--- src/include/proc_params.svh ---
`ifndef PROC_PARAMS_SVH
`define PROC_PARAMS_SVH

////////////////////////////////////////
// Core widths
////////////////////////////////////////

// Data path width in bits
`define XLEN 16

// Architectural register count, r0 hardwired to zero
`define NUM_REGS 8

// Bits needed to name one register
`define REG_IDX_W 3

// Instruction address width
// PC counts whole 16-bit instructions, not bytes
`define PC_WIDTH 8

`endif

--- src/design/proc_isa_pkg.sv ---
`include "proc_params.svh"

package proc_isa_pkg;

  ////////////////////////////////////////
  // Opcodes
  ////////////////////////////////////////

  // Values 9..15 are left unassigned and decode as illegal
  typedef enum logic [3:0] {
    NOP  = 4'h0,
    ADD  = 4'h1,
    SUB  = 4'h2,
    AND  = 4'h3,
    OR   = 4'h4,
    XOR  = 4'h5,
    ADDI = 4'h6,   // rd = rs1 + sext(imm6)
    LI   = 4'h7,   // rd = sext(imm9)
    HALT = 4'h8
  } opcode_e;

  ////////////////////////////////////////
  // Instruction layout
  ////////////////////////////////////////

  typedef struct packed {
    logic [`REG_IDX_W-1:0] rs1;    // Bits 8:6
    logic [`REG_IDX_W-1:0] rs2;    // Bits 5:3
    logic [2:0]            spare;  // Bits 2:0, ignored
  } reg_fields_t;

  typedef struct packed {
    logic [`REG_IDX_W-1:0] rs1;
    logic [5:0]            imm6;   // ADDI immediate, signed
  } imm_fields_t;

  // Low nine bits read three ways depending on opcode
  typedef union packed {
    reg_fields_t r;
    imm_fields_t i;
    logic [8:0]  imm9;             // LI immediate, signed
  } operand_fields_t;

  typedef struct packed {
    opcode_e               opcode;  // Bits 15:12
    logic [`REG_IDX_W-1:0] rd;      // Bits 11:9
    operand_fields_t       f;
  } inst_t;

  // Sticky core status seen on the status port
  typedef enum logic [1:0] {
    NO_ERROR          = 2'h0,
    HALTED_ON_HALT    = 2'h1,
    HALTED_ON_ILLEGAL = 2'h2
  } halt_status_e;

endpackage

--- src/design/proc_pipe_pkg.sv ---
`include "proc_params.svh"

package proc_pipe_pkg;

  import proc_isa_pkg::*;

  ////////////////////////////////////////
  // Stage boundary packets
  ////////////////////////////////////////

  // Fetch to decode, inst is the raw memory return
  typedef struct packed {
    logic                 valid;
    logic [`PC_WIDTH-1:0] pc;
    inst_t                inst;
  } fd_packet_t;

  // Decode to execute, operands already forwarded
  typedef struct packed {
    logic                  valid;
    logic [`PC_WIDTH-1:0]  pc;
    opcode_e               op;
    logic [`REG_IDX_W-1:0] dest;
    logic                  wr;       // Low for r0 and non-writing ops
    logic [`XLEN-1:0]      opa;
    logic [`XLEN-1:0]      opb;
    logic                  halt;
    logic                  illegal;
  } dx_packet_t;

  // Execute to commit
  typedef struct packed {
    logic                  valid;
    logic [`PC_WIDTH-1:0]  pc;
    logic [`REG_IDX_W-1:0] dest;
    logic                  wr;
    logic [`XLEN-1:0]      result;
    logic                  halt;
    logic                  illegal;
  } xc_packet_t;

  // Register write, also used as a forwarding source
  typedef struct packed {
    logic                  wr_en;
    logic [`REG_IDX_W-1:0] wr_idx;
    logic [`XLEN-1:0]      wr_data;
  } wb_packet_t;

endpackage

--- src/design/fetch_stage.sv ---
`include "proc_params.svh"

module fetch_stage
  import proc_isa_pkg::*, proc_pipe_pkg::*;
(
  input  logic                 clock,
  input  logic                 reset,
  input  logic                 fetch_stop,  // From decode, halt or illegal seen
  input  inst_t                imem_data,   // Valid one cycle after a strobe
  output logic                 imem_rd,
  output logic [`PC_WIDTH-1:0] imem_addr,
  output fd_packet_t           fd_packet
);

  logic                 running;  // Low until the first cycle out of reset
  logic [`PC_WIDTH-1:0] pc;
  logic                 rd_q;     // Strobe delayed to meet the data
  logic [`PC_WIDTH-1:0] addr_q;   // Address delayed to meet the data

  ////////////////////////////////////////
  // Request side
  ////////////////////////////////////////

  assign imem_rd   = running & ~fetch_stop;  // One fetch per cycle until stopped
  assign imem_addr = pc;

  always_ff @(posedge clock) begin
    if (reset) begin
      running <= 1'b0;
      pc      <= '0;
      rd_q    <= 1'b0;
    end else begin
      running <= 1'b1;
      rd_q    <= imem_rd;
      if (imem_rd) begin
        pc <= pc + 1'b1;  // Next sequential instruction
      end
    end
  end

  // Address tag for the returning word
  always_ff @(posedge clock) begin
    addr_q <= pc;
  end

  ////////////////////////////////////////
  // Return side
  ////////////////////////////////////////

  // Memory data lands in the same cycle as the delayed strobe
  always_comb begin
    fd_packet.valid = rd_q;
    fd_packet.pc    = addr_q;
    fd_packet.inst  = imem_data;
  end

endmodule

--- src/design/decode_stage.sv ---
`include "proc_params.svh"

module decode_stage
  import proc_isa_pkg::*, proc_pipe_pkg::*;
(
  input  logic       clock,
  input  logic       reset,
  input  fd_packet_t fd_packet,
  input  wb_packet_t ex_fwd,      // Result of the instruction now in execute
  input  wb_packet_t wb,          // Result now in commit, written at the edge
  output logic       fetch_stop,
  output dx_packet_t dx_packet
);

  logic [`XLEN-1:0]      rf [`NUM_REGS];
  logic                  stop_q;      // Sticky, set by HALT or illegal
  inst_t                 inst;
  logic [`REG_IDX_W-1:0] rs1;
  logic [`REG_IDX_W-1:0] rs2;
  logic [`XLEN-1:0]      imm6_sext;
  logic [`XLEN-1:0]      imm9_sext;
  logic [`XLEN-1:0]      rs1_val;
  logic [`XLEN-1:0]      rs2_val;
  logic                  writes_rd;
  logic                  is_illegal;
  logic                  live;        // Valid and not squashed
  dx_packet_t            dx_next;

  // Youngest producer wins, register file last
  function automatic logic [`XLEN-1:0] pick_operand(
    input logic [`REG_IDX_W-1:0] idx,
    input logic [`XLEN-1:0]      rf_val,
    input wb_packet_t            ex_src,
    input wb_packet_t            wb_src
  );
    if (ex_src.wr_en && ex_src.wr_idx == idx)
      return ex_src.wr_data;
    if (wb_src.wr_en && wb_src.wr_idx == idx)
      return wb_src.wr_data;
    return rf_val;
  endfunction

  ////////////////////////////////////////
  // Register file
  ////////////////////////////////////////

  always_ff @(posedge clock) begin
    if (reset) begin
      for (int i = 0; i < `NUM_REGS; i++) begin
        rf[i] <= '0;
      end
    end else if (wb.wr_en) begin
      rf[wb.wr_idx] <= wb.wr_data;  // Never r0, commit clears wr_en
    end
  end

  ////////////////////////////////////////
  // Field decode and operands
  ////////////////////////////////////////

  assign inst      = fd_packet.inst;
  assign rs1       = inst.f.r.rs1;
  assign rs2       = inst.f.r.rs2;
  assign imm6_sext = {{(`XLEN-6){inst.f.i.imm6[5]}}, inst.f.i.imm6};
  assign imm9_sext = {{(`XLEN-9){inst.f.imm9[8]}}, inst.f.imm9};
  assign live      = fd_packet.valid & ~stop_q;

  // r0 reads zero, forwarding never matches it
  assign rs1_val = pick_operand(rs1, (rs1 == '0) ? '0 : rf[rs1], ex_fwd, wb);
  assign rs2_val = pick_operand(rs2, (rs2 == '0) ? '0 : rf[rs2], ex_fwd, wb);

  always_comb begin
    writes_rd  = 1'b0;
    is_illegal = 1'b0;
    case (inst.opcode)
      ADD, SUB, AND, OR, XOR, ADDI, LI: writes_rd = 1'b1;
      NOP, HALT:                        writes_rd = 1'b0;
      default:                          is_illegal = 1'b1;  // Unassigned opcode
    endcase
  end

  always_comb begin
    dx_next.valid   = live;
    dx_next.pc      = fd_packet.pc;
    dx_next.op      = inst.opcode;
    dx_next.dest    = inst.rd;
    dx_next.wr      = live & writes_rd & (inst.rd != '0);
    dx_next.halt    = live & (inst.opcode == HALT);
    dx_next.illegal = live & is_illegal;
    dx_next.opa     = (inst.opcode == LI) ? '0 : rs1_val;  // LI is 0 + imm9
    case (inst.opcode)
      ADDI:    dx_next.opb = imm6_sext;
      LI:      dx_next.opb = imm9_sext;
      default: dx_next.opb = rs2_val;
    endcase
  end

  ////////////////////////////////////////
  // Decode to execute register
  ////////////////////////////////////////

  assign fetch_stop = stop_q;

  always_ff @(posedge clock) begin
    if (reset) begin
      stop_q            <= 1'b0;
      dx_packet.valid   <= 1'b0;
      dx_packet.wr      <= 1'b0;
      dx_packet.halt    <= 1'b0;
      dx_packet.illegal <= 1'b0;
    end else begin
      if (dx_next.halt || dx_next.illegal) begin
        stop_q <= 1'b1;  // Squash everything behind it
      end
      dx_packet <= dx_next;
    end
  end

endmodule

--- src/design/exec_stage.sv ---
`include "proc_params.svh"

module exec_stage
  import proc_isa_pkg::*, proc_pipe_pkg::*;
(
  input  logic       clock,
  input  logic       reset,
  input  dx_packet_t dx_packet,
  output wb_packet_t ex_fwd,     // Back to decode in the same cycle
  output xc_packet_t xc_packet
);

  logic [`XLEN-1:0] result;
  xc_packet_t       xc_next;

  ////////////////////////////////////////
  // ALU
  ////////////////////////////////////////

  always_comb begin
    case (dx_packet.op)
      ADD, ADDI, LI: result = dx_packet.opa + dx_packet.opb;  // Immediates on opb
      SUB:           result = dx_packet.opa - dx_packet.opb;  // Wraps at XLEN
      AND:           result = dx_packet.opa & dx_packet.opb;
      OR:            result = dx_packet.opa | dx_packet.opb;
      XOR:           result = dx_packet.opa ^ dx_packet.opb;
      default:       result = '0;                            // NOP, HALT, illegal
    endcase
  end

  // Bubbles never forward
  always_comb begin
    ex_fwd.wr_en   = dx_packet.valid & dx_packet.wr;
    ex_fwd.wr_idx  = dx_packet.dest;
    ex_fwd.wr_data = result;
  end

  always_comb begin
    xc_next.valid   = dx_packet.valid;
    xc_next.pc      = dx_packet.pc;
    xc_next.dest    = dx_packet.dest;
    xc_next.wr      = dx_packet.valid & dx_packet.wr;
    xc_next.result  = result;
    xc_next.halt    = dx_packet.valid & dx_packet.halt;
    xc_next.illegal = dx_packet.valid & dx_packet.illegal;
  end

  ////////////////////////////////////////
  // Execute to commit register
  ////////////////////////////////////////

  always_ff @(posedge clock) begin
    if (reset) begin
      xc_packet.valid   <= 1'b0;
      xc_packet.wr      <= 1'b0;
      xc_packet.halt    <= 1'b0;
      xc_packet.illegal <= 1'b0;
    end else begin
      xc_packet <= xc_next;
    end
  end

endmodule

--- src/design/commit_stage.sv ---
`include "proc_params.svh"

module commit_stage
  import proc_isa_pkg::*, proc_pipe_pkg::*;
(
  input  logic                  clock,
  input  logic                  reset,
  input  xc_packet_t            xc_packet,
  output wb_packet_t            wb,              // To register file and forwarding
  output logic                  commit_valid,
  output logic [`PC_WIDTH-1:0]  commit_pc,
  output logic                  commit_wr_en,
  output logic [`REG_IDX_W-1:0] commit_wr_idx,
  output logic [`XLEN-1:0]      commit_wr_data,
  output halt_status_e          status
);

  ////////////////////////////////////////
  // Write-back
  ////////////////////////////////////////

  always_comb begin
    wb.wr_en   = xc_packet.valid & xc_packet.wr;  // Halting inst writes nothing
    wb.wr_idx  = xc_packet.dest;
    wb.wr_data = xc_packet.result;
  end

  // Commit port mirrors the write-back
  assign commit_valid   = xc_packet.valid;
  assign commit_pc      = xc_packet.pc;
  assign commit_wr_en   = wb.wr_en;
  assign commit_wr_idx  = wb.wr_idx;
  assign commit_wr_data = wb.wr_data;

  ////////////////////////////////////////
  // Halt status
  ////////////////////////////////////////

  // Updates the cycle after the halting commit, then holds until reset
  always_ff @(posedge clock) begin
    if (reset) begin
      status <= NO_ERROR;
    end else if (status == NO_ERROR && xc_packet.valid) begin
      if (xc_packet.illegal) begin
        status <= HALTED_ON_ILLEGAL;  // Illegal outranks halt
      end else if (xc_packet.halt) begin
        status <= HALTED_ON_HALT;
      end
    end
  end

endmodule

--- src/design/pipeline.sv ---
`include "proc_params.svh"

module pipeline
  import proc_isa_pkg::*, proc_pipe_pkg::*;
(
  input  logic                  clock,
  input  logic                  reset,
  input  inst_t                 imem_data,       // One cycle after imem_rd
  output logic                  imem_rd,
  output logic [`PC_WIDTH-1:0]  imem_addr,
  output logic                  commit_valid,
  output logic [`PC_WIDTH-1:0]  commit_pc,
  output logic                  commit_wr_en,
  output logic [`REG_IDX_W-1:0] commit_wr_idx,
  output logic [`XLEN-1:0]      commit_wr_data,
  output halt_status_e          status
);

  logic       fetch_stop;   // Decode back to fetch
  fd_packet_t fd_packet;
  dx_packet_t dx_packet;
  wb_packet_t ex_fwd;       // Execute result back to decode
  xc_packet_t xc_packet;
  wb_packet_t wb;           // Commit result back to decode

  ////////////////////////////////////////
  // Fetch
  ////////////////////////////////////////
  fetch_stage i_fetch_stage (
    // Inputs
    .clock      (clock),
    .reset      (reset),
    .fetch_stop (fetch_stop),
    .imem_data  (imem_data),
    // Outputs
    .imem_rd    (imem_rd),
    .imem_addr  (imem_addr),
    .fd_packet  (fd_packet)
  );

  ////////////////////////////////////////
  // Decode
  ////////////////////////////////////////
  decode_stage i_decode_stage (
    .clock      (clock),
    .reset      (reset),
    .fd_packet  (fd_packet),
    .ex_fwd     (ex_fwd),
    .wb         (wb),
    .fetch_stop (fetch_stop),
    .dx_packet  (dx_packet)
  );

  ////////////////////////////////////////
  // Execute
  ////////////////////////////////////////
  exec_stage i_exec_stage (
    .clock     (clock),
    .reset     (reset),
    .dx_packet (dx_packet),
    .ex_fwd    (ex_fwd),
    .xc_packet (xc_packet)
  );

  ////////////////////////////////////////
  // Commit
  ////////////////////////////////////////
  commit_stage i_commit_stage (
    .clock          (clock),
    .reset          (reset),
    .xc_packet      (xc_packet),
    .wb             (wb),
    .commit_valid   (commit_valid),
    .commit_pc      (commit_pc),
    .commit_wr_en   (commit_wr_en),
    .commit_wr_idx  (commit_wr_idx),
    .commit_wr_data (commit_wr_data),
    .status         (status)
  );

endmodule

--- config.mk ---
export PLATFORM = sky130hd
export DESIGN_NAME = pipeline
export DESIGN_NICKNAME = d
export VERILOG_FILES = /design/src/design/proc_isa_pkg.sv /design/src/design/proc_pipe_pkg.sv /design/src/design/fetch_stage.sv /design/src/design/decode_stage.sv /design/src/design/exec_stage.sv /design/src/design/commit_stage.sv /design/src/design/pipeline.sv
export VERILOG_INCLUDE_DIRS = /design/src /design/src/include
export SDC_FILE = /design/constraint.sdc
export NUM_CORES = 1
export LEC_CHECK = 0
export BUFFER_PORTS_ARGS = -buffer_cell sky130_fd_sc_hd__buf_4
export CAP_MARGIN = 5
export CORE_AREA = 2 2 166 201
export DETAILED_ROUTE_END_ITERATION = 10
export DIE_AREA = 0 0 168 203
export PLACE_DENSITY_LB_ADDON = 0.15
export SETUP_SLACK_MARGIN = 0.2
export SLEW_MARGIN = 20
export SYNTH_ARGS = -nofsm -noshare
export SYNTH_HDL_FRONTEND = slang
export SYNTH_SLANG_ARGS = --single-unit
--- constraint.sdc ---
create_clock -name clock -period 4.6 [get_ports clock]
set_input_delay 0.92 -clock clock [delete_from_list [all_inputs] [get_ports clock]]
set_output_delay 0.92 -clock clock [all_outputs]
set_load 0.01 [all_outputs]
-- Word level (Yosys, flattened, before mapping)
Memory sizes are Yosys's and may differ from the RTL's.
Index checks and enable logic that the tools add are counted.
- add/sub/neg operators: 3
- equality and inequality tests: 19
- mux-type cells: 31
- bitwise gates (word level): 14
- reduce and logical (&&, ||, !) cells: 17
- operators with widths (operator ; count):
    16-bit 2-to-1 mux ; 11
    16-bit case mux with 5 select lines ; 1
    4-bit by 3-bit == test with 1-bit output (second input constant) ; 8
    16-bit case mux with 2 select lines ; 1
    16-bit adder ; 1
    16-bit bitwise AND ; 1
    4-bit by 2-bit == test with 1-bit output (second input constant) ; 4
    16-bit bitwise OR ; 1
    16-bit OR reduction ; 1
    16-bit subtractor ; 1
    16-bit XOR ; 1
    1-bit 2-to-1 mux ; 15
    3-bit == test ; 4
    1-bit bitwise AND ; 10
    9-bit OR reduction ; 1
    8-bit by 1-bit adder with 8-bit output (second input constant) ; 1
    4-bit by 1-bit == test with 1-bit output (second input constant) ; 2
    7-bit OR reduction ; 1
    3-bit logical NOT ; 2
    1-bit logical AND ; 5
    4-bit == test (second input constant) ; 1
    4-bit logical NOT ; 1
    2-bit 2-to-1 mux ; 2
    3-bit 2-to-1 mux ; 1
    7 further kinds ; 7
- flip-flop bits (word level): 103
- memory bits (writable): 128
- input bits: 18
- output and inout bits: 40
- word-level logic and storage cells: 107
- memories: 1
- memories (name ; depth ; width ; read ports ; clocked after Yosys merged registers in ; wr ports ; line ; source):
    i_decode_stage.rf ; 8 ; 16 ; 2 ; 0 ; 8 ; decode_stage.sv:15 ; logic [`XLEN-1:0] rf [`NUM_REGS];

-- Depth between registers and ports, before layout
- depth after elaboration: 8
- gate-level depth with buffers: 15
- depth with buffers taken out: 15

-- Hierarchy
Synthesis repeated with hierarchy kept, for this count alone.
- cells, all modules: 1088
- area, all modules: 13586.8 um^2
- modules (own cells, without submodules) (module ; times used ; cells an instance ; area an instance (um^2) ; seq. area each (um^2)):
    decode_stage ; 1 ; 648 ; 9495.4 ; 5355.1
    exec_stage ; 1 ; 315 ; 2947.8 ; 890.9
    fetch_stage ; 1 ; 68 ; 700.7 ; 360.3
    commit_stage ; 1 ; 57 ; 442.9 ; 40.0

-- Least setup slack after synthesis
Ideal clock, no wire load.
- kind: input-to-reg
- from: in reset
- to: mem i_decode_stage.rf[3][0] in the netlist's numbering (enable)
- setup time: 515 ps
- arrival: 3842 ps
- required time: 4085 ps
- slack: 243 ps
- cell stages on the path: 3
- buffers on the path: 0
- path through: clkinv_1 nand3_1 o21ai_0
- RTL lines (element ; line ; source):
    start, declared ; pipeline.sv:7 ; input logic reset,
    end, declared ; decode_stage.sv:15 ;

-- Worst setup path in the final report
- from: reg i_decode_stage.dx_packet[40] (netlist name)
- to: reg i_decode_stage.dx_packet[29] (netlist name)
- word-level cells in the longest chain between the ends: 7
- elaborated cells between the ends (all ways): 13
- those cells by class: eq/ne: 7; mux: 5; reduce/logical: 1
- RTL lines (element ; line ; source):
    4-bit by 1-bit == test with 1-bit output or 4-bit by 3-bit == test with 1-bit output (tied branches) ; exec_stage.sv:21 ; case (dx_packet.op)
    3-bit OR reduction ; exec_stage.sv:21 ;
    16-bit case mux with 5 select lines * ; exec_stage.sv:21 ;
    16-bit 2-to-1 mux * ; decode_stage.sv:36 ; if (ex_src.wr_en && ex_src.wr_idx == idx)
    16-bit 2-to-1 mux ; decode_stage.sv:38 ; if (wb_src.wr_en && wb_src.wr_idx == idx)
    16-bit 2-to-1 mux ; decode_stage.sv:40 ; return rf_val;
    16-bit 2-to-1 mux * ; decode_stage.sv:38 ;
Every way passes the cells marked *; elsewhere a longest branch is shown, timed or not. The select of a mux whose other input is x is not followed.
A chain may end at the register's enable or synchronous reset.

==> parameters.txt <==
Parameter                              Value

Power and ir drop
  PwrDens    about 370 nW/um2
  Overall Power    between 5 and 6 mW
  Lkg Pwr    between 5 and 6 nW
  VDD IR max    232 uV

Critical path
  Maximum net fanout on the critical path    9
  Crit Path Class    flip-flop to flip-flop
  Kind of end point of the critical path    flip-flop
  Endpoint required time on the critical path    slightly below 5000 ps
  Startpoint Class    flip-flop
  Data arrival time of the critical path    around 4000 ps
  Register-to-Register Path Depth    12

GRT
  Pin count of the biggest net entering global routing    76
  Number of global-route vias before repair    between 8000 and 9000
  Total GRT Usage    20.1%
  Wire length of the first global-routing pass    about 52000 um
  Antenna violations before repair    0
  Aggregate global routing overflow    0

Timing
  Relative max-transition margin    31.1%
  Crit path time final    roughly 3800 ps
  Pins Over Slew Limit    0
  Final cycle utilization of the critical path    roughly 83%
  Unrepaired setup endpoints after global routing    false
  Total count of hold-check failures in the final report    0
  Measured slew at the worst slew-check pin    roughly 1000 ps
  Final setup violating endpoints    0
  Worst Skew    5.25 ps
  Total negative slack    0 ps
  Setup slack of the critical path after layout    802 ps
  Highest clock frequency the design can meet    ~0.26 GHz

Finish
  Area growth from synthesis to layout    11.5%
  Share of post-route cells with drive strength above 1    approximately a fifth
  Filler cells    2905
  Register cell area after layout    around 6600 um2
  Number of diodes added for antenna fixing    0
  Combined area of the multi-input logic cells    5810 um2
  Fin nets    around 1100
  Finished Cell Area    about 15000 um2

Yosys
  Ranking of synthesized cells by instance count    edfxtp_1 (202), and2_1 (135), nor2_1 (69)
  Async set-or-reset flop fraction in the synthesized netlist    0%
  Dominant cell type by area after synthesis    edfxtp_1
  Sequential share of the synthesized area    51.0%
  Cell area after synthesis    about 13000 um2
  Count leader, synth    edfxtp_1
  Number of synthesized flops with an enable pin    202
  Yosys warnings    0
  Post-Syn Instances    1039
  Synth area leaders    edfxtp_1 (47%), mux4_2 (11%), and2_1 (6.5%)
  Distinct cell type count of the synthesized netlist    68
  Total nets after synthesis    1107
  Share of Yosys cell area claimed by the top area cell type    around 47%
  Average cell area after synthesis    approximately 13 um2
  Seq cells post-synth    around 230
  Dominant register cell in the synthesized netlist    edfxtp_1

CTS
  Number of CTS-inserted buffers    25
  Setup Buffers After CTS    0
  Clk Tree Root Cell    clkbuf_16
  Number of levels the H-tree was split into    1
  Clk sinks    231
  Reg clk slew, reported paths    60 ps
  Clock Latency Late Sink    530 ps
  Gates resized, CTS repair    0
  Clock tree from TritonCTS    built
  Number of hold buffers added after CTS    0
  Clock Path Buffers    3

Place
  Standard cell area after detailed placement    13700 um2
  Number of buffers inserted by port buffering    57
  Final weighted congestion in routability-driven placement    0.861
  Half-perimeter wire length after placement    roughly 22000 um
  Setup Slack @ Placement    around 830 ps

Die
  Initial standard-cell utilization of the core    between 40% and 50%
  Chip Width    between 150 and 200 um
  Core outline area    roughly 32000 um2
  Overall die area    roughly 34000 um2
  Number of placement rows    72
  Die span in y    between 200 and 250 um
  I/O pin count    58

Detailed routing
  Antenna Violating Nets Remaining    0
  Avg Vias per Cell    5.57
  First-pass iteration count of the detailed router    5
  Average wire per standard cell    about 23 um
  DRC violations left    0
  Final WL    33700 um
  Total number of vias    between 8000 and 9000
  First-iteration detailed-routing DRC count    about 610

Job
  MaxCap Viol Count    0

Min path
  Worst hold path stage count    0
  Hold crit path type    flip-flop to flip-flop

Status
  Outcome    finished, final reports clean
worst max-delay path, stage by stage (launching register included):
cell and delay (ps):
edfxtp_1 430, nor2b_1 350, nand2_1 320, o21ai_0 360, inv_1 80, ha_1 280, nand2b_1 110, a2111oi_0 580
o21ai_1 250, a21oi_1 210, o21ai_0 90, a31oi_1 320, a211oi_1 130
per-layer routing:
| metal | part of all wire [%] | global-route usage [%] |
|---|---|---|
| met5 | 0 | 0 |
| met4 | 2.3 | 5.99 |
| met3 | 4.2 | 2.96 |
| met2 | 51 | 36.1 |
| met1 | 42 | 25.2 |
placed cells by master (no fill, tap or decap), drive strengths merged, types with 14 or more instances in the layout:
master	synthesis	final
and2	135	135
ha	49	49
xor2	14	14
a21oi	45	45
nor2	70	70
xnor2	33	33
dfxtp	29	29
a211oi	18	18
mux4	64	64
edfxtp	202	202
clkbuf	26	30
mux2i	26	26
a221oi	18	18
nand2	29	29
buf	54	78
inv	46	47
o21ai	58	58
state kept, by name, indices dropped and copies added (netlist names):
register	flops
i_fetch_stage.imem_addr	8
i_fetch_stage.addr_q	8
i_decode_stage.dx_packet	51
i_decode_stage.rf	128
i_fetch_stage.running	1
i_commit_stage.status	2
i_decode_stage.fetch_stop	1
i_fetch_stage.rd_q	1
i_exec_stage.xc_packet	31
layout make-up:
class / count / share of cell area, %
tap: 407 / 3.50
multi-input combinational: 681 / 40.0
sequential: 231 / 45.7
inverter: 47 / 1.22
clock buffer: 30 / 4.79
clock inverter: 15 / 0.749
timing repair buffer: 78 / 4.03
metrics by stage:
stage | utilization, % | hold WS (ps) | instances
3_5_place_dp | 42.9 | 385 | 1444
6_report | 45.5 | 390 | 1489
4_1_cts | 45.4 | 395 | 1489
5_1_grt | 45.5 | 411 | 1489
3_3_place_gp | 42.9 | 386 | 1444
2_1_floorplan | - | 386 | 1039
logic make-up (layout without fill, tap and decap cells):
family                   after synthesis  count (layout)  synth area share (%)
adder cells (fa/ha/maj)               50              50                  4.85
buffers and inverters                127             170                  4.75
multiplexers                          99              99                  13.9
AND/OR/NAND/NOR                      299             299                  12.8
XOR/XNOR                              47              47                  3.16
flip-flops                           231             231                  51.0
AO/OA/AOI/OAI                        186             186                  9.60
power by group:
group	total (mW)	internal [mW]	switching, mW	leakage (nW)
Clock	1.99	1.14	0.852	0.399
Sequential	2.54	2.40	0.134	2.31
Combinational	0.819	0.353	0.466	2.84
Total	5.34	3.89	1.45	5.55
final timing paths:
kind | startpoint | endpoint | slack, ps
worst max-delay path | i_decode_stage.dx_packet[40]$_DFFE_PN_ | i_decode_stage.dx_packet[29]$_SDFFCE_PP0N_ | 800
worst min-delay path | i_fetch_stage.imem_addr[7]$_SDFFE_PP0P_ | i_fetch_stage.addr_q[7]$_DFF_P_ | 390
worst max register to register | i_decode_stage.dx_packet[40]$_DFFE_PN_ | i_decode_stage.dx_packet[29]$_SDFFCE_PP0N_ | 800
worst min register to register | i_fetch_stage.imem_addr[7]$_SDFFE_PP0P_ | i_fetch_stage.addr_q[7]$_DFF_P_ | 390
Note: power is estimated with default switching activity, not from simulation.
